## src/include/angle_pwm_config.svh

```systemverilog
// Build-time constants for the angle to PWM controller
// Included by the package and by RTL that needs widths, tolerances or thresholds
`ifndef ANGLE_PWM_CONFIG_SVH
`define ANGLE_PWM_CONFIG_SVH

// Datapath widths
`define ANGLE_W        12                      // 4096 counts per turn
`define RATIO_W        8                       // PWM high time out of 255
`define STEP_W         4
`define PROFILE_DEPTH  (1 << `STEP_W)          // Entries in the ramp table

// Dwell per profile step, counted in acknowledged PWM periods
`define DELAY_W        8
`define DELAY_SHIFT    4
`define DWELL_W        (`DELAY_W + `DELAY_SHIFT)

// Stop window around the target
`define TARGET_TOL     5

// Size class boundaries on the initial distance
`define SMALL_LIMIT    30
`define MED_LIMIT      50

// Remaining distance at which cruise hands over to deceleration
`define DECEL_SMALL    5
`define DECEL_MED      8
`define DECEL_BIG      10

`endif

```

## src/verilog/angle_pwm_pkg.sv

```systemverilog
// Shared types for the angle to PWM controller
// RTL and testbench refer to these by scoped name
`default_nettype none

`include "angle_pwm_config.svh"

package angle_pwm_pkg;

    typedef logic [`ANGLE_W-1:0] angle_t;   // Position on the wheel
    typedef logic [`RATIO_W-1:0] ratio_t;

    // Move phases
    typedef enum logic [2:0] {
        IDLE     = 3'd0,
        CALC     = 3'd1,
        ACCEL    = 3'd2,
        CRUISE   = 3'd3,
        DECEL    = 3'd4,
        SHUTDOWN = 3'd5
    } motion_state_e;

    // Picks the deceleration threshold for a move
    typedef enum logic [1:0] {
        SMALL  = 2'd0,
        MEDIUM = 2'd1,
        BIG    = 2'd2
    } size_class_e;

    typedef struct packed {
        logic [`DELAY_W-1:0] delay_target;     // PWM periods per step, before the shift
        ratio_t              profile_offset;   // Added to every ramp table entry
        ratio_t              cruise_power;
    } motion_cfg_t;

    typedef struct packed {
        angle_t delta;          // Shortest distance to the target
        logic   dir_shortest;   // 1 when the target is ahead
        logic   valid;
    } delta_info_t;

    typedef struct packed {
        logic   update;
        ratio_t ratio;
        logic   direction;
    } pwm_cmd_t;

endpackage

`default_nettype wire

```

## src/verilog/angle_delta.sv

```systemverilog
// Shortest-path distance and direction from the encoder angle to the target
// Sampled every clock while calc_enable is high, one cycle of latency
`timescale 1ns/1ps
`default_nettype none

`include "angle_pwm_config.svh"

module angle_delta (
    input  wire                         clock,
    input  wire                         reset_n,
    input  wire                         calc_enable,
    input  wire angle_pwm_pkg::angle_t  target_angle,
    input  wire angle_pwm_pkg::angle_t  current_angle,
    output angle_pwm_pkg::delta_info_t  delta_info
);

    localparam angle_pwm_pkg::angle_t HALF_TURN = angle_pwm_pkg::angle_t'(1 << (`ANGLE_W - 1));

    angle_pwm_pkg::angle_t diff;
    logic                  ahead;

    // Subtraction wraps modulo one turn
    assign diff  = target_angle - current_angle;
    assign ahead = (diff < HALF_TURN);

    always_ff @(posedge clock) begin
        if (!reset_n) begin
            delta_info <= '0;
        end else if (calc_enable) begin
            delta_info.delta        <= ahead ? diff : -diff;   // Going backwards is 4096 - diff
            delta_info.dir_shortest <= ahead;
            delta_info.valid        <= 1'b1;
        end else begin
            delta_info.valid <= 1'b0;
        end
    end

    // Shortest path never exceeds half a turn
    a_delta_half_turn: assert property (
        @(posedge clock) disable iff (!reset_n)
        delta_info.valid |-> (delta_info.delta <= HALF_TURN)
    );

endmodule

`default_nettype wire

```

## src/verilog/angle_to_pwm.sv

```systemverilog
// Top level of the angle to PWM controller
// Joins the distance calculator, the step pacer and the move FSM
`timescale 1ns/1ps
`default_nettype none

module angle_to_pwm (
    input  wire                             clock,
    input  wire                             reset_n,
    input  wire angle_pwm_pkg::angle_t      target_angle,
    input  wire angle_pwm_pkg::angle_t      current_angle,   // From the motor encoder
    input  wire                             pwm_done,
    input  wire                             angle_update,
    input  wire                             abort_angle,
    input  wire angle_pwm_pkg::motion_cfg_t cfg,
    output angle_pwm_pkg::pwm_cmd_t         cmd,
    output logic                            angle_done
);

    angle_pwm_pkg::delta_info_t delta_info;
    logic                       calc_enable;
    logic                       pace_run;
    logic                       step_tick;

    angle_delta u_angle_delta (
        .clock          (clock),
        .reset_n        (reset_n),
        .calc_enable    (calc_enable),
        .target_angle   (target_angle),
        .current_angle  (current_angle),
        .delta_info     (delta_info)
    );

    step_pacer u_step_pacer (
        .clock          (clock),
        .reset_n        (reset_n),
        .pace_run       (pace_run),
        .pwm_done       (pwm_done),
        .delay_target   (cfg.delay_target),
        .step_tick      (step_tick)
    );

    motion_sequencer u_motion_sequencer (
        .clock          (clock),
        .reset_n        (reset_n),
        .angle_update   (angle_update),
        .abort_angle    (abort_angle),
        .pwm_done       (pwm_done),
        .cfg            (cfg),
        .delta_info     (delta_info),
        .step_tick      (step_tick),
        .calc_enable    (calc_enable),
        .pace_run       (pace_run),
        .cmd            (cmd),
        .angle_done     (angle_done)
    );

endmodule

`default_nettype wire

```

## src/verilog/motion_sequencer.sv

```systemverilog
// Move FSM for the angle to PWM controller
// Runs calc, accel, cruise, decel and shutdown, and drives the PWM command
// Distance comes from angle_delta, step timing from step_pacer
`timescale 1ns/1ps
`default_nettype none

`include "angle_pwm_config.svh"

module motion_sequencer (
    input  wire                         clock,
    input  wire                         reset_n,
    input  wire                         angle_update,
    input  wire                         abort_angle,
    input  wire                         pwm_done,
    input  wire angle_pwm_pkg::motion_cfg_t cfg,
    input  wire angle_pwm_pkg::delta_info_t delta_info,
    input  wire                         step_tick,
    output logic                        calc_enable,
    output logic                        pace_run,
    output angle_pwm_pkg::pwm_cmd_t     cmd,
    output logic                        angle_done
);

    localparam logic [`STEP_W-1:0] STEP_LAST = '1;

    // Linear ramp, offset by cfg.profile_offset
    localparam angle_pwm_pkg::ratio_t LINEAR_PROFILE [`PROFILE_DEPTH] = '{
        8'd4,  8'd12, 8'd19, 8'd26, 8'd33, 8'd40, 8'd45, 8'd51,
        8'd56, 8'd61, 8'd66, 8'd70, 8'd74, 8'd77, 8'd80, 8'd82
    };

    angle_pwm_pkg::motion_state_e state;
    angle_pwm_pkg::motion_state_e next_state;
    angle_pwm_pkg::size_class_e   size_class;
    angle_pwm_pkg::ratio_t        profile_ratio;
    angle_pwm_pkg::angle_t        decel_limit;
    logic [`STEP_W-1:0]           step;
    logic                         in_tol;    // Inside the stop window

    assign profile_ratio = LINEAR_PROFILE[step] + cfg.profile_offset;   // Wraps at 8 bits
    assign in_tol        = delta_info.delta < angle_pwm_pkg::angle_t'(`TARGET_TOL);

    // Distance stays tracked for the whole move
    assign calc_enable = (state != angle_pwm_pkg::IDLE);
    assign pace_run    = (state == angle_pwm_pkg::ACCEL) || (state == angle_pwm_pkg::CRUISE) ||
                         (state == angle_pwm_pkg::DECEL);

    always_comb begin
        case (size_class)
            angle_pwm_pkg::SMALL:  decel_limit = angle_pwm_pkg::angle_t'(`DECEL_SMALL);
            angle_pwm_pkg::MEDIUM: decel_limit = angle_pwm_pkg::angle_t'(`DECEL_MED);
            default:               decel_limit = angle_pwm_pkg::angle_t'(`DECEL_BIG);
        endcase
    end

    always_comb begin
        next_state = state;
        case (state)
            angle_pwm_pkg::IDLE: begin
                if (angle_update)
                    next_state = angle_pwm_pkg::CALC;
            end
            angle_pwm_pkg::CALC: begin
                if (abort_angle)
                    next_state = angle_pwm_pkg::IDLE;
                else if (delta_info.valid)
                    next_state = (delta_info.delta > angle_pwm_pkg::angle_t'(`TARGET_TOL)) ?
                                 angle_pwm_pkg::ACCEL : angle_pwm_pkg::IDLE;
            end
            angle_pwm_pkg::ACCEL: begin
                if (abort_angle)
                    next_state = angle_pwm_pkg::DECEL;
                else if (step == STEP_LAST)
                    next_state = angle_pwm_pkg::CRUISE;
            end
            angle_pwm_pkg::CRUISE: begin
                if (abort_angle || (delta_info.valid && delta_info.delta < decel_limit))
                    next_state = angle_pwm_pkg::DECEL;
            end
            angle_pwm_pkg::DECEL: begin
                if (delta_info.valid && in_tol)
                    next_state = angle_pwm_pkg::SHUTDOWN;
            end
            angle_pwm_pkg::SHUTDOWN: begin
                if (pwm_done)                        // Let the PWM finish its period
                    next_state = angle_pwm_pkg::IDLE;
            end
            default: next_state = angle_pwm_pkg::IDLE;
        endcase
    end

    always_ff @(posedge clock) begin
        if (!reset_n) begin
            state      <= angle_pwm_pkg::IDLE;
            size_class <= angle_pwm_pkg::SMALL;
            step       <= '0;
            cmd        <= '0;
            angle_done <= 1'b0;
        end else begin
            state      <= next_state;
            angle_done <= (state == angle_pwm_pkg::SHUTDOWN) && (next_state == angle_pwm_pkg::IDLE);

            case (state)
                angle_pwm_pkg::CALC: begin
                    step      <= '0;
                    cmd.ratio <= '0;
                    if (next_state == angle_pwm_pkg::ACCEL) begin
                        // Move starts here
                        cmd.update    <= 1'b1;
                        cmd.direction <= delta_info.dir_shortest;
                        if (delta_info.delta < angle_pwm_pkg::angle_t'(`SMALL_LIMIT))
                            size_class <= angle_pwm_pkg::SMALL;
                        else if (delta_info.delta < angle_pwm_pkg::angle_t'(`MED_LIMIT))
                            size_class <= angle_pwm_pkg::MEDIUM;
                        else
                            size_class <= angle_pwm_pkg::BIG;
                    end
                end
                angle_pwm_pkg::ACCEL: begin
                    cmd.ratio <= profile_ratio;
                    if (step_tick && step != STEP_LAST)
                        step <= step + 1'b1;
                end
                angle_pwm_pkg::CRUISE: begin
                    cmd.ratio <= cfg.cruise_power;
                end
                angle_pwm_pkg::DECEL: begin
                    cmd.ratio <= profile_ratio;
                    if (step_tick && step != '0)     // Hold at the bottom of the ramp
                        step <= step - 1'b1;
                end
                default: begin
                    cmd.ratio <= '0;                 // Idle and shutdown
                end
            endcase

            if (next_state == angle_pwm_pkg::IDLE)
                cmd.update <= 1'b0;
        end
    end

    // Done only follows shutdown, with the motor already off
    a_done_after_shutdown: assert property (
        @(posedge clock) disable iff (!reset_n)
        angle_done |-> ($past(state) == angle_pwm_pkg::SHUTDOWN) && (cmd.ratio == '0) &&
                       !cmd.update
    );

endmodule

`default_nettype wire

```

## src/verilog/step_pacer.sv

```systemverilog
// Paces the motion profile on acknowledged PWM periods
// Pulses step_tick once every (delay_target << DELAY_SHIFT) + 1 pwm_done rises
`timescale 1ns/1ps
`default_nettype none

`include "angle_pwm_config.svh"

module step_pacer (
    input  wire                 clock,
    input  wire                 reset_n,
    input  wire                 pace_run,
    input  wire                 pwm_done,
    input  wire [`DELAY_W-1:0]  delay_target,
    output logic                step_tick
);

    logic                 pwm_done_q;
    logic                 ack;
    logic [`DWELL_W-1:0]  dwell_cnt;
    logic [`DWELL_W-1:0]  dwell_target;

    assign dwell_target = {delay_target, {`DELAY_SHIFT{1'b0}}};

    // A period counts only once the PWM has dropped and raised done again
    assign ack = pwm_done & ~pwm_done_q;

    always_ff @(posedge clock) begin
        if (!reset_n) begin
            pwm_done_q <= 1'b0;
            dwell_cnt  <= '0;
            step_tick  <= 1'b0;
        end else begin
            pwm_done_q <= pwm_done;
            step_tick  <= 1'b0;

            if (!pace_run) begin
                dwell_cnt <= '0;            // Fresh count for every move
            end else if (ack) begin
                if (dwell_cnt == dwell_target) begin
                    dwell_cnt <= '0;
                    step_tick <= 1'b1;
                end else begin
                    dwell_cnt <= dwell_cnt + 1'b1;
                end
            end
        end
    end

    // Each tick needs a fresh acknowledgment
    a_tick_single: assert property (
        @(posedge clock) disable iff (!reset_n)
        step_tick |=> !step_tick
    );

endmodule

`default_nettype wire
```

## config.mk

```make
export PLATFORM = sky130hd
export DESIGN_NAME = angle_to_pwm
export DESIGN_NICKNAME = d
export VERILOG_FILES = /design/src/verilog/angle_pwm_pkg.sv /design/src/verilog/angle_delta.sv /design/src/verilog/angle_to_pwm.sv /design/src/verilog/motion_sequencer.sv /design/src/verilog/step_pacer.sv
export VERILOG_INCLUDE_DIRS = /design/src /design/src/include
export SDC_FILE = /design/constraint.sdc
export NUM_CORES = 1
export LEC_CHECK = 0
export ABC_AREA = 1
export ABC_CLOCK_PERIOD_IN_PS = 2700
export BUFFER_PORTS_ARGS = -buffer_cell sky130_fd_sc_hd__clkbuf_2
export CORE_ASPECT_RATIO = 1.4
export CORE_UTILIZATION = 40
export DETAILED_ROUTE_END_ITERATION = 6
export MAX_ROUTING_LAYER = met4
export PLACE_DENSITY = 0.72
export SLEW_MARGIN = 40
export SYNTH_ARGS = -nofsm -noshare
export SYNTH_HDL_FRONTEND = slang
export SYNTH_SLANG_ARGS = --single-unit
```

## constraint.sdc

```tcl
create_clock -name clock -period 2.7 [get_ports clock]
set_input_delay 0.27 -clock clock [delete_from_list [all_inputs] [get_ports clock]]
set_output_delay 0.27 -clock clock [all_outputs]
set_load 0.005 [all_outputs]
```

* Word-level counts from Yosys, hierarchy flattened
Memories as Yosys holds them, arrays and structs flattened. Index checks and enable logic that the tools add are counted. W data, S select, Z words.
Word-level totals: register bits after elaboration 48, bits in latches 0, bits in writable memories 0, ROM bits 128, input bits 53, word-level logic and storage cells 86, memories kept 1
Memory list:
- (no name shown) | depth 16, width 8, rd ports 1, clocked after Yosys merged registers in 0, write ports 0, line motion_sequencer.sv:40 | assign profile_ratio = LINEAR_PROFILE[step] + cfg.profile_offset;
Cells by class: $add $sub $neg 6, $mul 0, divide/modulo/power cells 0, order comparisons 7, equality and inequality tests 12, shifts and indexed selects 0, multiplexer cells 23, bitwise gates (word level) 4, reductions and logical operators 20
Operators with widths (count):
- $mux W12 | 2
- $mux W3 | 8
- $pmux W3 S6 | 1
- $mux W8 | 2
- $pmux W8 S2 | 1
- $add A12 B1 Y12 const B | 1
- $eq A12 B12 Y1 | 1
- $gt A12 B3 Y1 const B | 1
- $lt A12 B12 Y1 const B | 1
- $lt A12 B3 Y1 const B | 1
- $lt A12 B4 Y1 | 1
- $lt A12 B5 Y1 const B | 1
- $lt A12 B6 Y1 const B | 1
- $neg A12 Y12 | 1
- $pmux W4 S3 | 1
- $sub A12 B12 Y12 | 1
- $eq A3 B2 Y1 const B | 3
- $add A8 B8 Y8 | 1
- $mux W4 | 2
- $pmux W4 S2 | 1
- $eq A3 B3 Y1 const B | 2
- $logic_not A3 Y1 | 2
- $mux W2 | 3
- $reduce_and A3 Y1 | 2
- other kinds (19) | 31

* Longest topological paths before layout
word-level depth 9, mapped depth 18

* By module
From an unflattened synthesis, not the netlist that was laid out.
Unflattened totals: cell total of the unflattened synthesis 680, area total of the unflattened synthesis 4234.1 um^2
Modules (own cells, without submodules):
- motion_sequencer | times used 1, cells each 271, area an instance 1779.2 um^2
- angle_delta | times used 1, cells each 259, area an instance 1539.0 um^2
- step_pacer | times used 1, cells each 150, area an instance 915.9 um^2

* Worst setup path before layout
OpenSTA, ideal clock, no wires.
path kind register -> register, start point register u_motion_sequencer.step[1], end point register u_motion_sequencer.cmd[7] (netlist name), arrival time 2358 ps, data required time 2568 ps, setup slack 210 ps, stages on the path, launching flop included 16, period minus slack after synthesis 2490 ps, cells stage by stage dfxtp_1 -> inv_1 -> ha_1 -> nand2_1 -> o21ai_0 -> a21oi_1 -> ha_1 -> inv_1 -> fa_1 -> o211ai_1 -> nand2_1 -> nand2_1 -> a21oi_1 -> or2_2 -> nand3_1 -> a21oi_1
On the way: word-level cells in the longest chain between the ends 6
RTL lines:
- start: declaration | line motion_sequencer.sv:37 | logic [`STEP_W-1:0] step;
- start signal: assignment | line motion_sequencer.sv:122 | step <= step + 1'b1;
- start signal: assignment | line motion_sequencer.sv:130 | step <= step - 1'b1;
- $not A4 Y5 (not written as such) | line motion_sequencer.sv:40
- $mem_v2 Z16 W8
- $mux W8 (not written as such) (2 in series) | line motion_sequencer.sv:40
- $add A8 B8 Y8 | line motion_sequencer.sv:40
- $pmux W8 S2 | line motion_sequencer.sv:103 | case (state)
Every way passes these cells. The select of a mux whose other input is x is not followed. A chain may end at the register's enable or synchronous reset.

* Worst setup path in the final report
start point register u_motion_sequencer.step[1], end point register u_motion_sequencer.cmd[7] (netlist name)
On the way: word-level cells in the longest chain between the ends 6
RTL lines (line):
- $not A4 Y5 (not written as such) | motion_sequencer.sv:40
- $mem_v2 Z16 W8
- $mux W8 (not written as such) (2 in series) | motion_sequencer.sv:40
- $add A8 B8 Y8 | motion_sequencer.sv:40
- $pmux W8 S2 | motion_sequencer.sv:103
Every way passes these cells. The select of a mux whose other input is x is not followed.

==> impl_metrics.toml <==
[outcome]
outcome = "finished with violations"
failed_checks = "design-rule violations"

[synth]
synth_edf_count = 0
synthArstFlopShare = 0
synth_area_per_cell_um2 = 6.36
yosys-top-cells-area = "dfxtp_1 25%, nand2_1 16%, ha_1 11%"
syn_nets = 683
netlist.area_leader.share = 0.255
yosys_warnings = 0
synthCells = 593
ys.flop_type = "dfxtp_1"
yosysSeqAreaShare = 0.255
syn_area_um2 = 3770
ys_types = 43
ys_ff_latch = 48
yosys-top-cells-count = "156 x nand2_1, 103 x inv_1, 52 x nor2_1, 50 x a21oi_1, 48 x dfxtp_1"
yosysMostFrequentCell = "nand2_1"
yosys.area.top_type = "dfxtp_1"

[grt]
grt_max_degree = 21
grt_antenna_before_repair = 0
grt_pass1_vias = 3758
grt_pass1_wl_um = 14900
grt_overflow = 0
grtUsageTotal = 0.190

[power_and_ir_drop]
combPwrFrac = 0.231
vdd.ir_drop.worst_mv = 0.271
power.share.clock = 0.353
p_per_area_nw_per_um2 = 410
p_leak_nw = 2.26
swShare = 0.299
internal-power_w = 0.00127
seqPwrFrac = 0.417
p_switching_w = 0.000539

[final_layout]
regArea_um2 = 965
drive_above_1_share = 0.160
multi_input_area_um2 = 2380
diodes = 0
nFillCells = 948
final_util = 0.485
stdcell_area_um2 = 4400
fin_nets = 753
synthToLayoutAreaGrowth_pct = 16.8
fin_cells = 771

[die]
dieArea_um2 = 9820
die_h_um = 117
die_w_um = 84.1
io_pins = 64
core_area_um2 = 9080
num_rows = 41
start_util = 0.415

[clock_network]
cts_hold_buffers = 0
cts_tree = "built"
cts_root_buf = "clkbuf_16"
clk_pin_slew_ns = 0.06
cts_sinks = 48
numCtsBuffers = 5
clock_tree.buffer_depth = 2
cts.htree.levels = 2
clk_latency_ns = 0.29

[sta]
drv_slew = 0
setup_violations = 0
fin_skew_ns = 0.00425
fmax_mhz = 404
max-slew-margin-rel = 0.551
fin_crit_ns = 2.47
rsz0062_at_grt = "no"
fin_crit_sh = 0.916
fin_tns_setup_ns = 0
tightest_slew_ns = 0.672
final-hold-violation-count = 0

[routing]
num_vias = 3837
viasPerCell = 4.98
ant_nets = 0
first_iter_violations = 149
drc_errors = 6
routed_wl_um = 8480
wl_per_cell_um = 11.0
drt_pass1_iterations = 6

[job]
cap_violations = 0

[worst_setup_path]
arrival_ns = 2.62
critPathMaxStageDelay_ns = 0.34
cpMaxStageDelayCell = "dfxtp_2"
cp.required_ns = 2.85
critPathKind = "register to register"
critPathLaunchType = "register"
r2r_start = "u_motion_sequencer.step[1]"
crit_path_cell_trace = "inv_2 -> ha_1 -> nand2_1 -> o21ai_0 -> a21oi_1 -> ha_2 -> inv_1 -> fa_2 -> o211ai_1 -> nand2_1 -> nand2_1 -> a21oi_1 -> or2_2 -> nand3_1 -> a21oi_1"
startpoint = "u_motion_sequencer.step[1]"
ff2ff_path_depth = 15
cp-end-kind = "register"
cp_max_fo = 5

[min_path]
hp-start = "pwm_done"
hp-class = "primary input to register"
worstHoldPathCells = 3

[placed_design]
place_area_um2 = 4230
gp_congestion = 0.870
io_buffers = 63
dp_cells = 762
dp_hpwl_um = 6910
## state kept, by name, indices dropped and copies added, names as in the netlist
name                           count
u_step_pacer.dwell_cnt            12
u_motion_sequencer.size_class      2
u_motion_sequencer.cmd            10
u_motion_sequencer.step            4
u_motion_sequencer.angle_done      1
u_angle_delta.delta_info          14
u_motion_sequencer.state           3
u_step_pacer.step_tick             1
u_step_pacer.pwm_done_q            1
## power groups by stage
stage	Sequential, W	Combinational (W)	Clock (W)
3_3_place_gp	0.000767	0.000401	0
6_report	0.000752	0.000416	0.000636
5_1_grt	0.000756	0.000491	0.000686
2_1_floorplan	0.000763	0.000312	0
4_1_cts	0.000752	0.000417	0.000652
3_5_place_dp	0.000768	0.000415	0
## final timing paths
kind / endpoint / slack (ns)
worst max-delay path: u_motion_sequencer.cmd[7] / 0.23
worst min-delay path: u_step_pacer.pwm_done_q / 0.17
worst min register to register: u_angle_delta.delta_info[11] / 0.45
worst max register to register: u_motion_sequencer.cmd[7] / 0.23
## placed cells by master (no fill, tap or decap), types with 4 or more instances in the layout
cell type  synthesis  final
a21oi_1           50     50
clkbuf_16          0      5
buf_4              1      8
clkbuf_2           0     63
xnor2_1            4      4
ha_1              34     33
dfxtp_1           48     45
nor3_1             8      7
nor3_2             3      4
nand3_1           38     38
o21ai_0           25     25
nand4_1            4      4
or2_2              4      4
nor2_2             5      5
xor2_1            10     10
nor2_1            52     52
inv_1            103    101
nand2_1          156    156
o211ai_1           4      4
## per-layer routing
metal  up-vias  wire length, µm  track usage  part of all wire
li1       2026                -            -                 -
met5         -                0            -                 0
met2        80             4490        0.382              0.53
met3        21              254       0.0224             0.030
met1      1710             3490        0.176              0.41
met4         0              254        0.100             0.030
## critical path, delay by kind of cell, from the launching register on
family | cells | cell delay, ns
AO/OA/AOI/OAI | 5 | 0.62
adder cells (fa/ha/maj) | 3 | 0.73
buffers and inverters | 2 | 0.12
flip-flops | 1 | 0.34
AND/OR/NAND/NOR | 5 | 0.55
## cell type report
| type | instances | area share |
|---|---|---|
| Timing Repair Buffer | 71 | 0.0853 |
| Clock inverter | 2 | 0.00313 |
| Clock buffer | 6 | 0.0315 |
| Inverter | 106 | 0.0904 |
| Tap cell | 107 | 0.0304 |
| Multi-Input combinational cell | 431 | 0.540 |
| Sequential cell | 48 | 0.219 |
## cells by family after synthesis
family	after synthesis	synth area share
fa+ha+maj	37	0.129
compound gates	95	0.139
buf+inv	114	0.117
simple gates	285	0.328
flops	48	0.255
xor+xnor	14	0.0325
## metrics by stage
step	hold WS, ns	power, W	setup slack [ns]
after floorplan	0.363	0.00107	0.210
after CTS	0.171	0.00182	0.0741
after global routing	0.174	0.00193	0.0155
after global placement	0.440	0.00117	0.193
final	0.174	0.00180	0.227
after detailed placement	0.445	0.00118	0.0995
## timing repair
| item | CTS | global route |
|---|---|---|
| endpoints found under the setup margin | 0 | 1 |
| buffers inserted | 0 | 1 |
| resized for setup | 0 | 8 |
No activity file was read; power rests on OpenSTA's default activity.
